## src/hdl/rf_pkg.sv

```systemverilog
package rf_pkg;

   // core data width and register count
   localparam int XLEN = 32;                 // integer data width
   localparam int NREG = 32;                 // number of architectural registers

   // typed vectors
   typedef logic [4:0]      rf_add;          // register address
   typedef logic [XLEN-1:0] rf_word;         // data word
   typedef logic [XLEN:0]   rf_entry;        // stored word, parity in bit 32
   typedef logic [5:0]      bit_sel;         // bit to flip, 0..32 (32 hits parity)

   // state of one repair slot
   typedef enum logic {
      RP_IDLE = 1'b0,                        // nothing to repair
      RP_PEND = 1'b1                         // repair waits for a free write port
   } repair_st;

   // even parity bit for a data word
   // stored {par_of(w), w} has an even number of ones, so the xor of
   // the full entry is zero when the copy is intact
   function automatic logic par_of(input rf_word w);
      return ^w;                             // xor reduction gives the even parity bit
   endfunction

endpackage

```

## src/hdl/rf_bank.sv

```systemverilog
`timescale 1ns/1ps

module rf_bank
   import rf_pkg::*;
(
   input  logic    s_clk_i,                  // clock
   input  logic    rst_i,                    // active high sync reset

   input  logic    we_i,                     // write enable
   input  rf_add   wa_i,                     // write address
   input  rf_word  d_i,                      // write data

   input  rf_add   ra1_i,                    // read port 1 address
   input  rf_add   ra2_i,                    // read port 2 address

   input  logic    inj_en_i,                 // fault injection strobe
   input  rf_add   inj_add_i,                // entry to corrupt
   input  bit_sel  inj_bit_i,                // bit of the entry to flip

   output rf_entry q1_o,                     // read port 1 entry with parity
   output rf_entry q2_o                      // read port 2 entry with parity
);

   rf_entry regs [NREG];                     // storage, one entry per register
   rf_entry flip_mask;                       // one-hot mask of the injected bit
   rf_entry wr_entry;                        // incoming word with its parity

   // shifting past bit 32 gives an empty mask so out of range bits do nothing
   assign flip_mask = rf_entry'(1) << inj_bit_i;
   assign wr_entry  = {par_of(d_i), d_i};   // parity generated on the way in

   // write port and injection share one process per entry
   always_ff @(posedge s_clk_i) begin
      for (int i = 0; i < NREG; i++) begin
         if (rst_i || i == 0) begin
            regs[i] <= '0;                   // zero word with zero parity
         end else if (we_i && wa_i == rf_add'(i)) begin
            regs[i] <= wr_entry;             // write wins over a flip
         end else if (inj_en_i && inj_add_i == rf_add'(i)) begin
            regs[i] <= regs[i] ^ flip_mask;  // upset one stored bit
         end
      end
   end

   // combinational reads without bypass of a same-cycle write
   assign q1_o = regs[ra1_i];
   assign q2_o = regs[ra2_i];

   // the write port owner never aims a write at x0
   a_no_x0_wr: assert property (
      @(posedge s_clk_i) disable iff (rst_i)
      !(we_i && wa_i == '0)
   );

endmodule

```

## config.mk

```make
export PLATFORM = sky130hd
export DESIGN_NAME = rf_bank
export DESIGN_NICKNAME = d
export VERILOG_FILES = /design/src/hdl/rf_pkg.sv /design/src/hdl/rf_bank.sv
export SDC_FILE = /design/constraint.sdc
export NUM_CORES = 2
export LEC_CHECK = 0
export BUFFER_PORTS_ARGS = -buffer_cell sky130_fd_sc_hd__buf_2
export CAP_MARGIN = 30
export CORE_MARGIN = 3
export CORE_UTILIZATION = 45
export CTS_CLUSTER_SIZE = 12
export DETAILED_ROUTE_END_ITERATION = 16
export PLACE_DENSITY = 0.69
export REMOVE_ABC_BUFFERS = 1
export SLEW_MARGIN = 20
export SYNTH_ARGS = -nofsm -noshare
export SYNTH_HDL_FRONTEND = slang
export SYNTH_SLANG_ARGS = --single-unit
export TNS_END_PERCENT = 20
```

## constraint.sdc

```tcl
create_clock -name s_clk_i -period 9.8 [get_ports s_clk_i]
set_input_delay 0.49 -clock s_clk_i [delete_from_list [all_inputs] [get_ports s_clk_i]]
set_output_delay 0.49 -clock s_clk_i [all_outputs]
set_load 0.05 [all_outputs]
```

---- Word-level counts from Yosys, hierarchy flattened ----
Memory sizes are Yosys's and may differ from the RTL's.
Index checks and enable logic that the tools add are counted.
storage, ports and cells
  flip-flop bits (word level) ............. 0
  RAM bits ................................ 1056
  logic and storage cells ................. 501
  memories kept ........................... 1
operators by class
  equal/unequal tests ..................... 62
  shift operators ......................... 1
  multiplexer cells ....................... 281
  bitwise logic cells ..................... 93
  reduce and logical (&&, ||, !) cells .... 63
memory list
  name  depth  bits a word  rd ports  clocked after memory_dff  wr ports  line           RTL
  regs  32     33           33        0                         32        rf_bank.sv:24  rf_entry regs [NREG];
operator list
  operator                                             count
  two-way mux 33 bit                                   62
  bitwise XOR 33 bit                                   31
  two-way mux 1 bit                                    219
  equality test 5 bit, second input constant           32
  equality test 5 x 4 -> 1 bit, second input constant  16
  logical AND 1 bit                                    62
  bitwise OR 1 bit                                     62
  equality test 5 x 3 -> 1 bit, second input constant  8
  left shift 1 x 6 -> 33 bit, first input constant     1
  parity 32 bit                                        1
  equality test 5 x 2 -> 1 bit, second input constant  4
  equality test 5 x 1 -> 1 bit, second input constant  2

---- Logic depth before layout (Yosys ltp) ----
  depth after elaboration ................. 7
  gate-level depth with buffers ........... 11

---- Worst setup path before layout ----
No wires, ideal clock.
  kind .................................... input to register
  from .................................... input port wa_i[2]
  to ...................................... memory regs[23][0] (netlist bit), enable pin
  library setup time ...................... 0.469 ns
  arrival time ............................ 3.563 ns
  setup slack ............................. 5.768 ns
  stages on the path ...................... 4
  path buffers ............................ 1
  cell sequence ........................... buf_2 > nor2b_1 > nand2_1 > o21ai_0
RTL lines
  item                line           RTL
  start: declaration  rf_bank.sv:10  input rf_add wa_i,
  end: declaration    rf_bank.sv:24

---- Worst setup path after layout ----
  from .................................... input port ra2_i[1]
  to ...................................... output port q2_o[22]
between the ends
  word-level cells in the longest chain between the ends .. 1
RTL lines
  item                  line           RTL
  start: declaration    rf_bank.sv:14  input rf_add ra2_i,
  memory (32 x 33 bit)  -
  end: declaration      rf_bank.sv:21  output rf_entry q2_o
Every way passes these cells.

==> results.toml <==
[status]
outcome = "finished clean"

[clock_tree]
cts_made_buffers = 109
cts_resized = 0
clkTransAtPathRegs_ns = 0.06
postCtsHoldBufs = 0
clock_path_buffers = 3
cts_tree = "done"
cts_sinks = 1023
postCtsSetupBuffers = 0
cts_root_buf = "clkbuf_16"
clock_latency_ns = 0.73
cts.htree.levels = 3

[detailed_routing]
ant_nets = 0
viasPerCell = 6.91
first_iter_violations = 9967
firstDrtPassIters = 7
drc = 0
wl_per_cell_um = 33.8
drt_wl_total_mm = 271
vias = 55433

[worst_setup_path]
crit_chain = "buf_8 -> buf_4 -> mux4_2 -> mux2_2 -> o22ai_1 -> nor3_1 -> buf_2"
start_kind = "primary input"
worstPathMaxFanout = 59
cp_data_arrival_time_ns = 4.03
worst_ep_required_time_ns = 9.31
worst-r2r-cell-count = 2
end_kind = "primary output"
critPathMaxStageDelay_ns = 0.83
critical_path.slowest_cell = "buf_4"
criticalPathCategory = "in2out"
r2r_setup_slack_ns = 8.70

[logic_synthesis]
synth_edf_count = 1023
netlist_area_um2 = 68300
synth.most_common_cell = "nand2_1"
synth_cell_types = 50
synth_top_cell_area_share_pct = 45.0
ys.flop_type = "edfxtp_1"
syn_inst = 6083
ys_async_sr_fraction_pct = 0
synth_common_cells = "1042 x nand2_1, 1023 x edfxtp_1, 927 x o21ai_0, 717 x xor2_1, 450 x mux4_2"
synthTopCellsByArea = "edfxtp_1 45%, mux4_2 15%, xor2_1 9.2%"
seq_area_frac_synth_pct = 45.0
avgSynthCellArea_um2 = 11.2
ys_ff_latch = 1023
yosysWarnings = 0
yosysTopAreaCell = "edfxtp_1"

[sta]
rsz0062_at_grt = "false"
clock_skew_ns = 0
worst_slack_ns = 5.28
hold_violations = 0
period_share_pct = 46.1
max_slew_margin_pct = 25.0
min_period_ns = 4.52
max_freq_ghz = 0.221
worstMarginPinSlew_ns = 1.12
finalSetupTns_ns = 0
finalSetupViolations = 0
slew_viol_final = 0

[place]
io_buffers = 127
hpwl_mm = 160
gp_congestion = 0.969
dp_slack_ns = 5.43

[finish]
layout-drive-gt1-share_pct = 18.5
nNetsFinal = 5948
syn2layout_area_growth_pct = 9.42
reg_top3 = "regs: 1023 flops"
largest_reg_flops = 1023
regMostFlops = "regs"

[power_and_ir_drop]
p_sw_share_pct = 29.1
peakVddDrop_uv = 165
switching_power_w = 0.00320
powerDensity_nw_per_um2 = 147
intPower_w = 0.00780
p_leak_nw = 24.1
clkPwrFrac_pct = 36.6
p_comb_share_pct = 16.0
p_seq_share_pct = 47.4

[grt]
grt_overflow = 0
grt_pass1_vias = 53699
antenna_found_initial = 41
grt_max_degree = 95
grt_pass1_wl_mm = 384
grtUsageTotal_pct = 33.6

[floorplanning]
die_h_um = 396
die_w_um = 396
die_area_um2 = 156000
io_pins = 128
initial_utilization_pct = 45.4
design.core.area_um2 = 150000
rows = 142

[worst_hold_path]
min_delay_path_depth = 4
hold_path.class = "in2reg"

[run]
drv_cap = 0
[cell type report]
cell class	count	area [um^2]
sequential	1023	30700
timing repair buffer	330	2670
antenna	29	72.6
clock inverter	54	323
tap	2016	2520
fill	12973	75600
inverter	5	18.8
clock buffer	143	2940
multi-input combinational	4417	35500
[cell usage in the layout (no fill, tap or decap), drive strengths merged, types with 30 or more instances in the layout]
master   instances
nand2         1042
edfxtp        1023
o21ai         1022
xor2           717
mux4           450
xnor2          337
buf            330
mux2i          201
nor2           165
clkbuf         143
o22ai          122
mux2            75
a2111oi         57
clkinv          48
o32ai           30
[cells by family after synthesis]
| group | count (synthesis) | share of synthesized area, % |
|---|---|---|
| AOI/OAI and AO/OA | 1324 | 10.7 |
| xor gates and xnor gates | 1054 | 13.5 |
| buffers and inverters | 643 | 4.15 |
| DFF | 1023 | 45.0 |
| muxes | 726 | 19.0 |
| and+or+nand+nor | 1313 | 7.64 |
[critical path: cells and delay by family]
kind / cells / cell delay, ns
multiplexers: 2 / 0.88
AO/OA/AOI/OAI: 1 / 0.56
AND/OR/NAND/NOR: 1 / 0.19
buffers and inverters: 3 / 1.60
[worst paths after layout]
| path | startpoint | endpoint |
|---|---|---|
| worst max-delay path | ra2_i[1] | q2_o[22] |
| worst min-delay path | d_i[20] | regs[3][20]$_DFFE_PP_ |
| worst max register to register | regs[25][13]$_DFFE_PP_ | regs[25][13]$_DFFE_PP_ |
| worst min register to register | regs[24][23]$_DFFE_PP_ | regs[24][23]$_DFFE_PP_ |
[metrics by stage]
stage	total power, W	util [%]	instances	cell area [um^2]	hold slack, ns
3_5_place_dp	0.00697	47.3	7778	71100	0.655
5_1_grt	0.0112	49.7	7993	74700	0.438
4_1_cts	0.0109	49.5	7975	74400	0.377
3_3_place_gp	0.00694	47.1	7765	70800	0.645
6_report	0.0110	49.7	8017	74700	0.411
2_1_floorplan	0.00619	-	5445	65500	0.620
[power by group through the flow]
| stage | Clock (W) | Combinational (W) | Sequential (W) |
|---|---|---|---|
| 6_report | 0.00403 | 0.00176 | 0.00521 |
| 5_1_grt | 0.00417 | 0.00180 | 0.00522 |
| 4_1_cts | 0.00402 | 0.00169 | 0.00520 |
| 3_5_place_dp | 0 | 0.00168 | 0.00529 |
| 3_3_place_gp | 0 | 0.00167 | 0.00528 |
| 2_1_floorplan | 0 | 0.000946 | 0.00524 |
[per-layer routing]
| metal | wire length, um | GRT usage (%) |
|---|---|---|
| met2 | 114000 | 48.3 |
| met1 | 90600 | 41.9 |
| met4 | 19700 | 20.7 |
| met3 | 46600 | 14.0 |
| met5 | 427 | 0.862 |
Note: power is estimated with default switching activity, not from simulation.
