## src/hdl/rf_pkg.sv

```systemverilog
package rf_pkg;

   // core data width and register count
   localparam int XLEN = 32;                 // integer data width
   localparam int NREG = 32;                 // number of architectural registers

   // typed vectors
   typedef logic [4:0]      rf_add;          // register address
   typedef logic [XLEN-1:0] rf_word;         // data word
   typedef logic [XLEN:0]   rf_entry;        // stored word, parity in bit 32
   typedef logic [5:0]      bit_sel;         // bit to flip, 0..32 (32 hits parity)

   // state of one repair slot
   typedef enum logic {
      RP_IDLE = 1'b0,                        // nothing to repair
      RP_PEND = 1'b1                         // repair waits for a free write port
   } repair_st;

   // even parity bit for a data word
   // stored {par_of(w), w} has an even number of ones, so the xor of
   // the full entry is zero when the copy is intact
   function automatic logic par_of(input rf_word w);
      return ^w;                             // xor reduction gives the even parity bit
   endfunction

endpackage

```

## src/hdl/rf_acm.sv

```systemverilog
`timescale 1ns/1ps

module rf_acm
   import rf_pkg::*;
(
   input  logic    s_clk_i,                  // clock
   input  logic    rst_i,                    // active high sync reset

   input  logic    wb_we_i,                  // writeback enable
   input  rf_add   wb_add_i,                 // writeback address
   input  rf_word  wb_val_i,                 // writeback data

   input  rf_add   rd1_add_i,                // read port 1 address
   input  rf_add   rd2_add_i,                // read port 2 address

   input  logic    acm_en_i,                 // allow automatic repair

   input  rf_entry b0_q1_i,                  // copy 0 on port 1
   input  rf_entry b0_q2_i,                  // copy 0 on port 2
   input  rf_entry b1_q1_i,                  // copy 1 on port 1
   input  rf_entry b1_q2_i,                  // copy 1 on port 2

   output rf_word  rd1_val_o,                // corrected value on port 1
   output rf_word  rd2_val_o,                // corrected value on port 2
   output logic    corr_o,                   // a mismatch was masked
   output logic    fatal_o,                  // both copies bad on some port

   output logic [1:0] bank_we_o,             // per bank write enable
   output rf_add   bank_add_o,               // shared write address
   output rf_word  bank_val_o                // shared write data
);

   rf_entry    c0 [2];                       // copy 0 entry per port
   rf_entry    c1 [2];                       // copy 1 entry per port
   rf_add      ra [2];                       // read address per port
   rf_word     rd_val [2];                   // selected word per port

   logic [1:0] ok0;                          // copy 0 parity good
   logic [1:0] ok1;                          // copy 1 parity good
   logic [1:0] corr;                         // correction seen on port
   logic [1:0] fatal;                        // no good copy on port
   logic [1:0] cap;                          // record a new repair this cycle
   logic [1:0] cancel;                       // writeback hits pending address
   logic [1:0] rep_go;                       // slot owns the write port now

   repair_st   slot_st [2];                  // repair slot state per port
   rf_add      slot_add [2];                 // address to repair
   rf_word     slot_val [2];                 // good value to put back
   logic [1:0] slot_bank;                    // bank holding the bad copy

   // gather the four entries by port so both ports share the same logic
   assign c0[0] = b0_q1_i;
   assign c0[1] = b0_q2_i;
   assign c1[0] = b1_q1_i;
   assign c1[1] = b1_q2_i;
   assign ra[0] = rd1_add_i;
   assign ra[1] = rd2_add_i;

   // parity check, selection and flags
   always_comb begin
      for (int p = 0; p < 2; p++) begin
         ok0[p]    = ~^c0[p];                // even parity holds
         ok1[p]    = ~^c1[p];
         if (ok0[p]) begin
            rd_val[p] = c0[p][XLEN-1:0];     // copy 0 preferred
         end else if (ok1[p]) begin
            rd_val[p] = c1[p][XLEN-1:0];     // fall back to copy 1
         end else begin
            rd_val[p] = c0[p][XLEN-1:0];     // nothing good so copy 0 passes on
         end
         fatal[p]  = ~ok0[p] & ~ok1[p];
         corr[p]   = (ra[p] != '0) && (c0[p] != c1[p]) && (ok0[p] || ok1[p]);
         cancel[p] = wb_we_i && (wb_add_i == slot_add[p]);
         // a writeback to the same address makes the good value stale
         cap[p]    = corr[p] && acm_en_i && (slot_st[p] == RP_IDLE)
                     && !(wb_we_i && wb_add_i == ra[p]);
      end
   end

   assign rd1_val_o = rd_val[0];
   assign rd2_val_o = rd_val[1];
   assign corr_o    = |corr;
   assign fatal_o   = |fatal;

   // write port arbiter puts writeback first, then the port 1 slot, then port 2
   always_comb begin
      bank_we_o  = 2'b00;
      bank_add_o = wb_add_i;
      bank_val_o = wb_val_i;
      rep_go     = 2'b00;
      if (wb_we_i) begin
         bank_we_o = (wb_add_i != '0) ? 2'b11 : 2'b00;   // x0 writes dropped
      end else if (slot_st[0] == RP_PEND) begin
         bank_we_o[slot_bank[0]] = 1'b1;     // only the corrupted copy
         bank_add_o = slot_add[0];
         bank_val_o = slot_val[0];
         rep_go[0]  = 1'b1;
      end else if (slot_st[1] == RP_PEND) begin
         bank_we_o[slot_bank[1]] = 1'b1;
         bank_add_o = slot_add[1];
         bank_val_o = slot_val[1];
         rep_go[1]  = 1'b1;
      end
   end

   // slot state
   always_ff @(posedge s_clk_i) begin
      for (int p = 0; p < 2; p++) begin
         if (rst_i) begin
            slot_st[p] <= RP_IDLE;
         end else if (slot_st[p] == RP_PEND) begin
            if (rep_go[p] || cancel[p]) begin
               slot_st[p] <= RP_IDLE;        // done or overwritten
            end
         end else if (cap[p]) begin
            slot_st[p] <= RP_PEND;
         end
      end
   end

   // slot payload is only meaningful while pending
   always_ff @(posedge s_clk_i) begin
      for (int p = 0; p < 2; p++) begin
         if (cap[p]) begin
            slot_add[p]  <= ra[p];
            slot_val[p]  <= rd_val[p];
            slot_bank[p] <= ok0[p];          // copy 0 good means copy 1 is bad
         end
      end
   end

   // a repair cycle writes one copy only
   a_rep_onehot: assert property (
      @(posedge s_clk_i) disable iff (rst_i)
      (!wb_we_i && (slot_st[0] == RP_PEND || slot_st[1] == RP_PEND)) |-> $onehot(bank_we_o)
   );

   // x0 is never scheduled for repair
   a_slot_nz: assert property (
      @(posedge s_clk_i) disable iff (rst_i)
      (slot_st[0] != RP_PEND || slot_add[0] != '0)
      && (slot_st[1] != RP_PEND || slot_add[1] != '0)
   );

endmodule

```

## config.mk

```make
export PLATFORM = sky130hd
export DESIGN_NAME = rf_acm
export DESIGN_NICKNAME = d
export VERILOG_FILES = /design/src/hdl/rf_pkg.sv /design/src/hdl/rf_acm.sv
export SDC_FILE = /design/constraint.sdc
export NUM_CORES = 1
export LEC_CHECK = 0
export BUFFER_PORTS_ARGS = -buffer_cell sky130_fd_sc_hd__buf_2
export CAP_MARGIN = 40
export CORE_MARGIN = 2
export CORE_UTILIZATION = 53
export DETAILED_ROUTE_END_ITERATION = 8
export MAX_ROUTING_LAYER = met4
export PLACE_DENSITY = 0.86
export SLEW_MARGIN = 20
export SYNTH_ARGS = -nofsm -noshare
export SYNTH_HDL_FRONTEND = slang
export SYNTH_SLANG_ARGS = --single-unit
export TNS_END_PERCENT = 10
```

## constraint.sdc

```tcl
create_clock -name s_clk_i -period 5.94 [get_ports s_clk_i]
set_input_delay 0.594 -clock s_clk_i [delete_from_list [all_inputs] [get_ports s_clk_i]]
set_output_delay 0.594 -clock s_clk_i [all_outputs]
set_load 0.02 [all_outputs]
```

* After elaboration in Yosys (flattened, before gate mapping)
Memories as Yosys holds them, arrays and structs flattened.
Index checks and enable logic that the tools add are counted.
** Operators by class
- Multiplexer cells :: 46
- Equal/unequal tests :: 6
- Magnitude comparators :: 4
- Reduce and logical (&&, ||, !) cells :: 31
- Bitwise operators :: 12
** Operators by type and width (count)
- $mux W32 :: 7
- $reduce_xnor A33 Y1 :: 4
- $ne A33 B33 Y1 :: 2
- $mux W1 :: 29
- $eq A5 B5 Y1 :: 4
- $logic_and A1 B1 Y1 :: 16
- $mux W5 :: 3
- $reduce_bool A5 Y1 :: 3
- $mux W2 :: 5
- $not A1 Y1 :: 6
- $logic_or A1 B1 Y1 :: 4
- $lt A1 B2 Y1 const B :: 2
- $or A1 B1 Y1 :: 4
- $reduce_or A2 Y1 :: 2
- $and A1 B1 Y1 :: 2
- $demux W1 S1 :: 2
- $ge A1 B1 Y1 const B :: 2
- $logic_not A1 Y1 :: 2
** Word-level totals
- Register bits :: 2
- Memory bits (writable) :: 76
- Input port bits :: 183
- Memories :: 3
- Output and inout bits :: 105
- Word-level logic and storage cells :: 104
** Memories
- slot_val :: words 2, bits a word 32, read ports 2, clocked after Yosys merged registers in 0, write ports 2, line rf_acm.sv:48 : rf_word slot_val [2];
- slot_add :: words 2, bits a word 5, read ports 2, clocked after Yosys merged registers in 0, write ports 2, line rf_acm.sv:47 : rf_add slot_add [2];
- slot_st :: words 2, bits a word 1, read ports 2, clocked after Yosys merged registers in 0, write ports 2, line rf_acm.sv:46 : repair_st slot_st [2];

* Depth between registers and ports, before layout
- Word-level depth :: 11
- Gate-level depth with buffers :: 9
- Depth with buffers taken out :: 7

* Least setup slack after synthesis
Ideal clock, no wire load.
- Kind :: input-to-reg
- From :: in b0_q1_i[9]
- To :: mem slot_add[0][0] (netlist name) (enable)
- Required time :: 5.507 ns
- Cell stages on the path :: 7
- Path slack :: 2.005 ns
- Buffers on the path :: 0
- Data arrival time :: 3.501 ns
- Library setup time :: 0.433 ns
- Cell sequence :: xor2_1 -> xnor2_1 -> xnor2_2 -> xnor3_1 -> xnor2_2 -> o21ai_0 -> nor2_1
** RTL lines
- from (decl) :: line rf_acm.sv:18 : input rf_entry b0_q1_i,
- to (decl) :: line rf_acm.sv:47

* Worst setup path in the final report
- From :: in b0_q1_i[28]
- To :: out rd1_val_o[0]
** Between the ends
- Cells in the longest elaborated chain, start to end :: 2
** Ends and longest elaborated chain
- $reduce_xnor A33 Y1 :: line rf_acm.sv:62 : ok0[p] = ~^c0[p];
- named net ok0[0] :: line rf_acm.sv:38 : logic [1:0] ok0;
- $mux W32 :: line rf_acm.sv:64 : if (ok0[p]) begin
- to (decl) :: line rf_acm.sv:23 : output rf_word rd1_val_o,
The timed path passes the listed nets, and every way through them passes these cells.

==> qor.yml <==
dp_hpwl_um: 16300
vias: 5767
path_max_fanout: 20
ys_types: 30
numCtsBuffers: 9
drtIter0Drc: 431
grt_antenna_before_repair: 1
pwr-share-seq: 0.219
root_buffer: "clkbuf_16"
hp-start: "rd1_add_i[3]"
cap_violations: 0
reg2reg_from: "slot_st[0]$_DFFE_PP_"
whs_ns: 0.480
initial_core_util: 0.537
seq_area_frac_synth: 0.348
p_sw_mw: 2.66
final.setup.worst_slack_ns: 1.83
yosysWarnings: 0
dp_slack_ns: 1.83
crit_family: "XOR/XNOR gates"
fin_crit_sh: 0.692
grt_pass1_wl_um: 29600
syn_nets: 783
core_area_mm2: 0.0125
holdBufCountCts: 0
cts_max_level: 3
postSynthRegisterBits: 78
setup_viol: 0
endpoint_kind: "output port"
clk_latency_ns: 0.34
path_clk_slew_ns: 0.06
p_clk_frac: 0.101
cts_setup_buffers: 0
slowest_delay_ns: 0.47
post_cts_resize_count: 0
yosysTopAreaCellShare: 0.348
ir_drop_mv: 0.422
syn2layout_area_growth_pct: 28.1
fin_crit_ns: 4.11
max-slew-margin-rel: 0.520
vias_per_cell: 5.49
timing.setup.tns_ns: 0
comb_power_share: 0.680
grt_max_degree: 50
slowest_stage: "nor2b_4"
cp-startpoint: "b0_q1_i[28]"
die_x_um: 117
totalWireLength_um: 20500
grt_usage: 0.303
syn_inst: 600
cts_buffer_depth: 2
antenna_left: 0
skew_ns: 0.00715
p_leak_nw: 3.55
rsz0062_at_grt: "no"
hold_violations: 0
cts_tree: "done"
crit_top_cell: "xnor2_1"
wire_per_inst_um: 19.5
dieArea_mm2: 0.0136
path_class: "input pin to output port"
fp-row-count: 41
num-fill-cells: 1022
worstMarginPinSlew_ns: 0.719
power_density_mw_per_mm2: 680
swShare: 0.454
worstPathCellList: "buf_2 > xnor2_1 > xnor2_1 > xnor2_1 > xnor3_1 > xnor2_2 > nor2b_4 > buf_4 > mux2_2 > buf_2"
drtPass1Iterations: 5
status: "complete, no violations"
grt-ovfl-total: 0
ys_top_cells_by_area: "edfxtp_1 35%, xnor2_1 18%, mux2_4 13%"
drive_gt1_frac: 0.442
io_pins: 288
die_y_um: 117
yosys.area.top_type: "edfxtp_1"
crit_buf_inv: 3
cts.sinks: 78
timing.fmax_ghz: 0.243
arrival_ns: 3.52
start_kind: "input pin"
fin_nets: 1056
syn_avg_cell_area_um2: 11.2
grt_pass1_vias: 5499
slew_violations: 0
hp-class: "input pin to flip-flop"
drc: 0
crit_required_ns: 5.35
syn-cell-area_mm2: 0.00672
port_buffers: 287
place.gp.congestion: 0.981
internal-power_mw: 3.20
synthesized netlist by cell type (all sizes together):
cell and number:
xnor2 142, edfxtp 78, mux2 64, xor2 64
o21ai 42, a21oi 40, nor2b 40, a22oi 36
clkbuf 25, nor4 15, buf 10, nand3 7
nand4 6, nor2 6, nor3 4, xnor3 4
inv 3, a221oi 2, a31oi 2, nand2 2
nand3b 2, o22ai 2, or4 2, a2bb2oi 1
o31ai 1
cells in the final DEF, fill, tap and decap left out, types with 3 or more instances in the layout:
cell	netlist	routed
a21oi_1	40	40
a22oi_1	36	36
buf_16	0	3
buf_2	0	288
buf_4	0	6
clkbuf_16	0	9
clkinvlp_4	0	3
edfxtp_1	78	78
inv_1	3	3
mux2_2	4	4
mux2_4	60	60
nand3_1	7	7
nand4_1	6	6
nor2_1	6	4
nor2b_1	39	36
nor3_1	4	4
nor4_1	15	15
o21ai_0	42	42
xnor2_1	136	136
xnor2_2	6	6
xnor3_1	4	4
xor2_1	64	64
power by group through the flow:
stage | registers (mW) | clock network [mW] | logic [mW]
after floorplan | 1.20 | 0 | 3.09
after global placement | 1.30 | 0 | 3.80
after detailed placement | 1.29 | 0 | 3.97
after CTS | 1.28 | 0.598 | 3.99
after global routing | 1.30 | 0.622 | 4.20
final | 1.28 | 0.588 | 3.98
sequential cells by signal (all words and copies together) (netlist names):
name	flops
slot_bank	2
slot_val	64
slot_add	10
slot_st	2
per-stage QoR:
stage | total power, mW | cells | util | instance area, um^2
5_1_grt | 6.12 | 1050 | 0.688 | 8610
3_5_place_dp | 5.26 | 1034 | 0.663 | 8290
6_report | 5.85 | 1050 | 0.688 | 8610
4_1_cts | 5.87 | 1049 | 0.688 | 8610
2_1_floorplan | 4.29 | 600 | - | 6720
3_3_place_gp | 5.09 | 1030 | 0.656 | 8210
area by class of cell:
type	count	area (um^2)	share of cell area
antenna	1	2.50	0.000291
clock buffer	9	225	0.0262
clock inverter	6	87.6	0.0102
inverter	3	11.3	0.00131
multi-input combinational	484	4160	0.483
sequential	78	2340	0.272
tap	172	215	0.0250
timing repair buffer	297	1570	0.182
path summary, 6_finish.rpt:
kind         depth (start not counted)                  endpoint  slack, ns
max                                 10              rd1_val_o[0]       1.83
min                                  1  slot_add[0][3]$_DFFE_PP_       0.48
max reg2reg                          4  slot_val[0][5]$_DFFE_PP_       3.70
min reg2reg                          5  slot_st[1]$_SDFFCE_PN0P_       1.00
logic make-up after synthesis:
family / after synthesis / share of synthesized area
xor gates and xnor gates: 210 / 0.289
muxes: 64 / 0.141
AOI/OAI and AO/OA: 126 / 0.110
buffers and inverters: 38 / 0.0380
and+or+nand+nor: 84 / 0.0743
DFF: 78 / 0.348
metal layers:
layer	part of all wire	GRT usage
met1	0.40	0.359
met2	0.49	0.503
met3	0.074	0.0680
met4	0.032	0.118
met5	0	-
(Power assumes the default switching activity.)
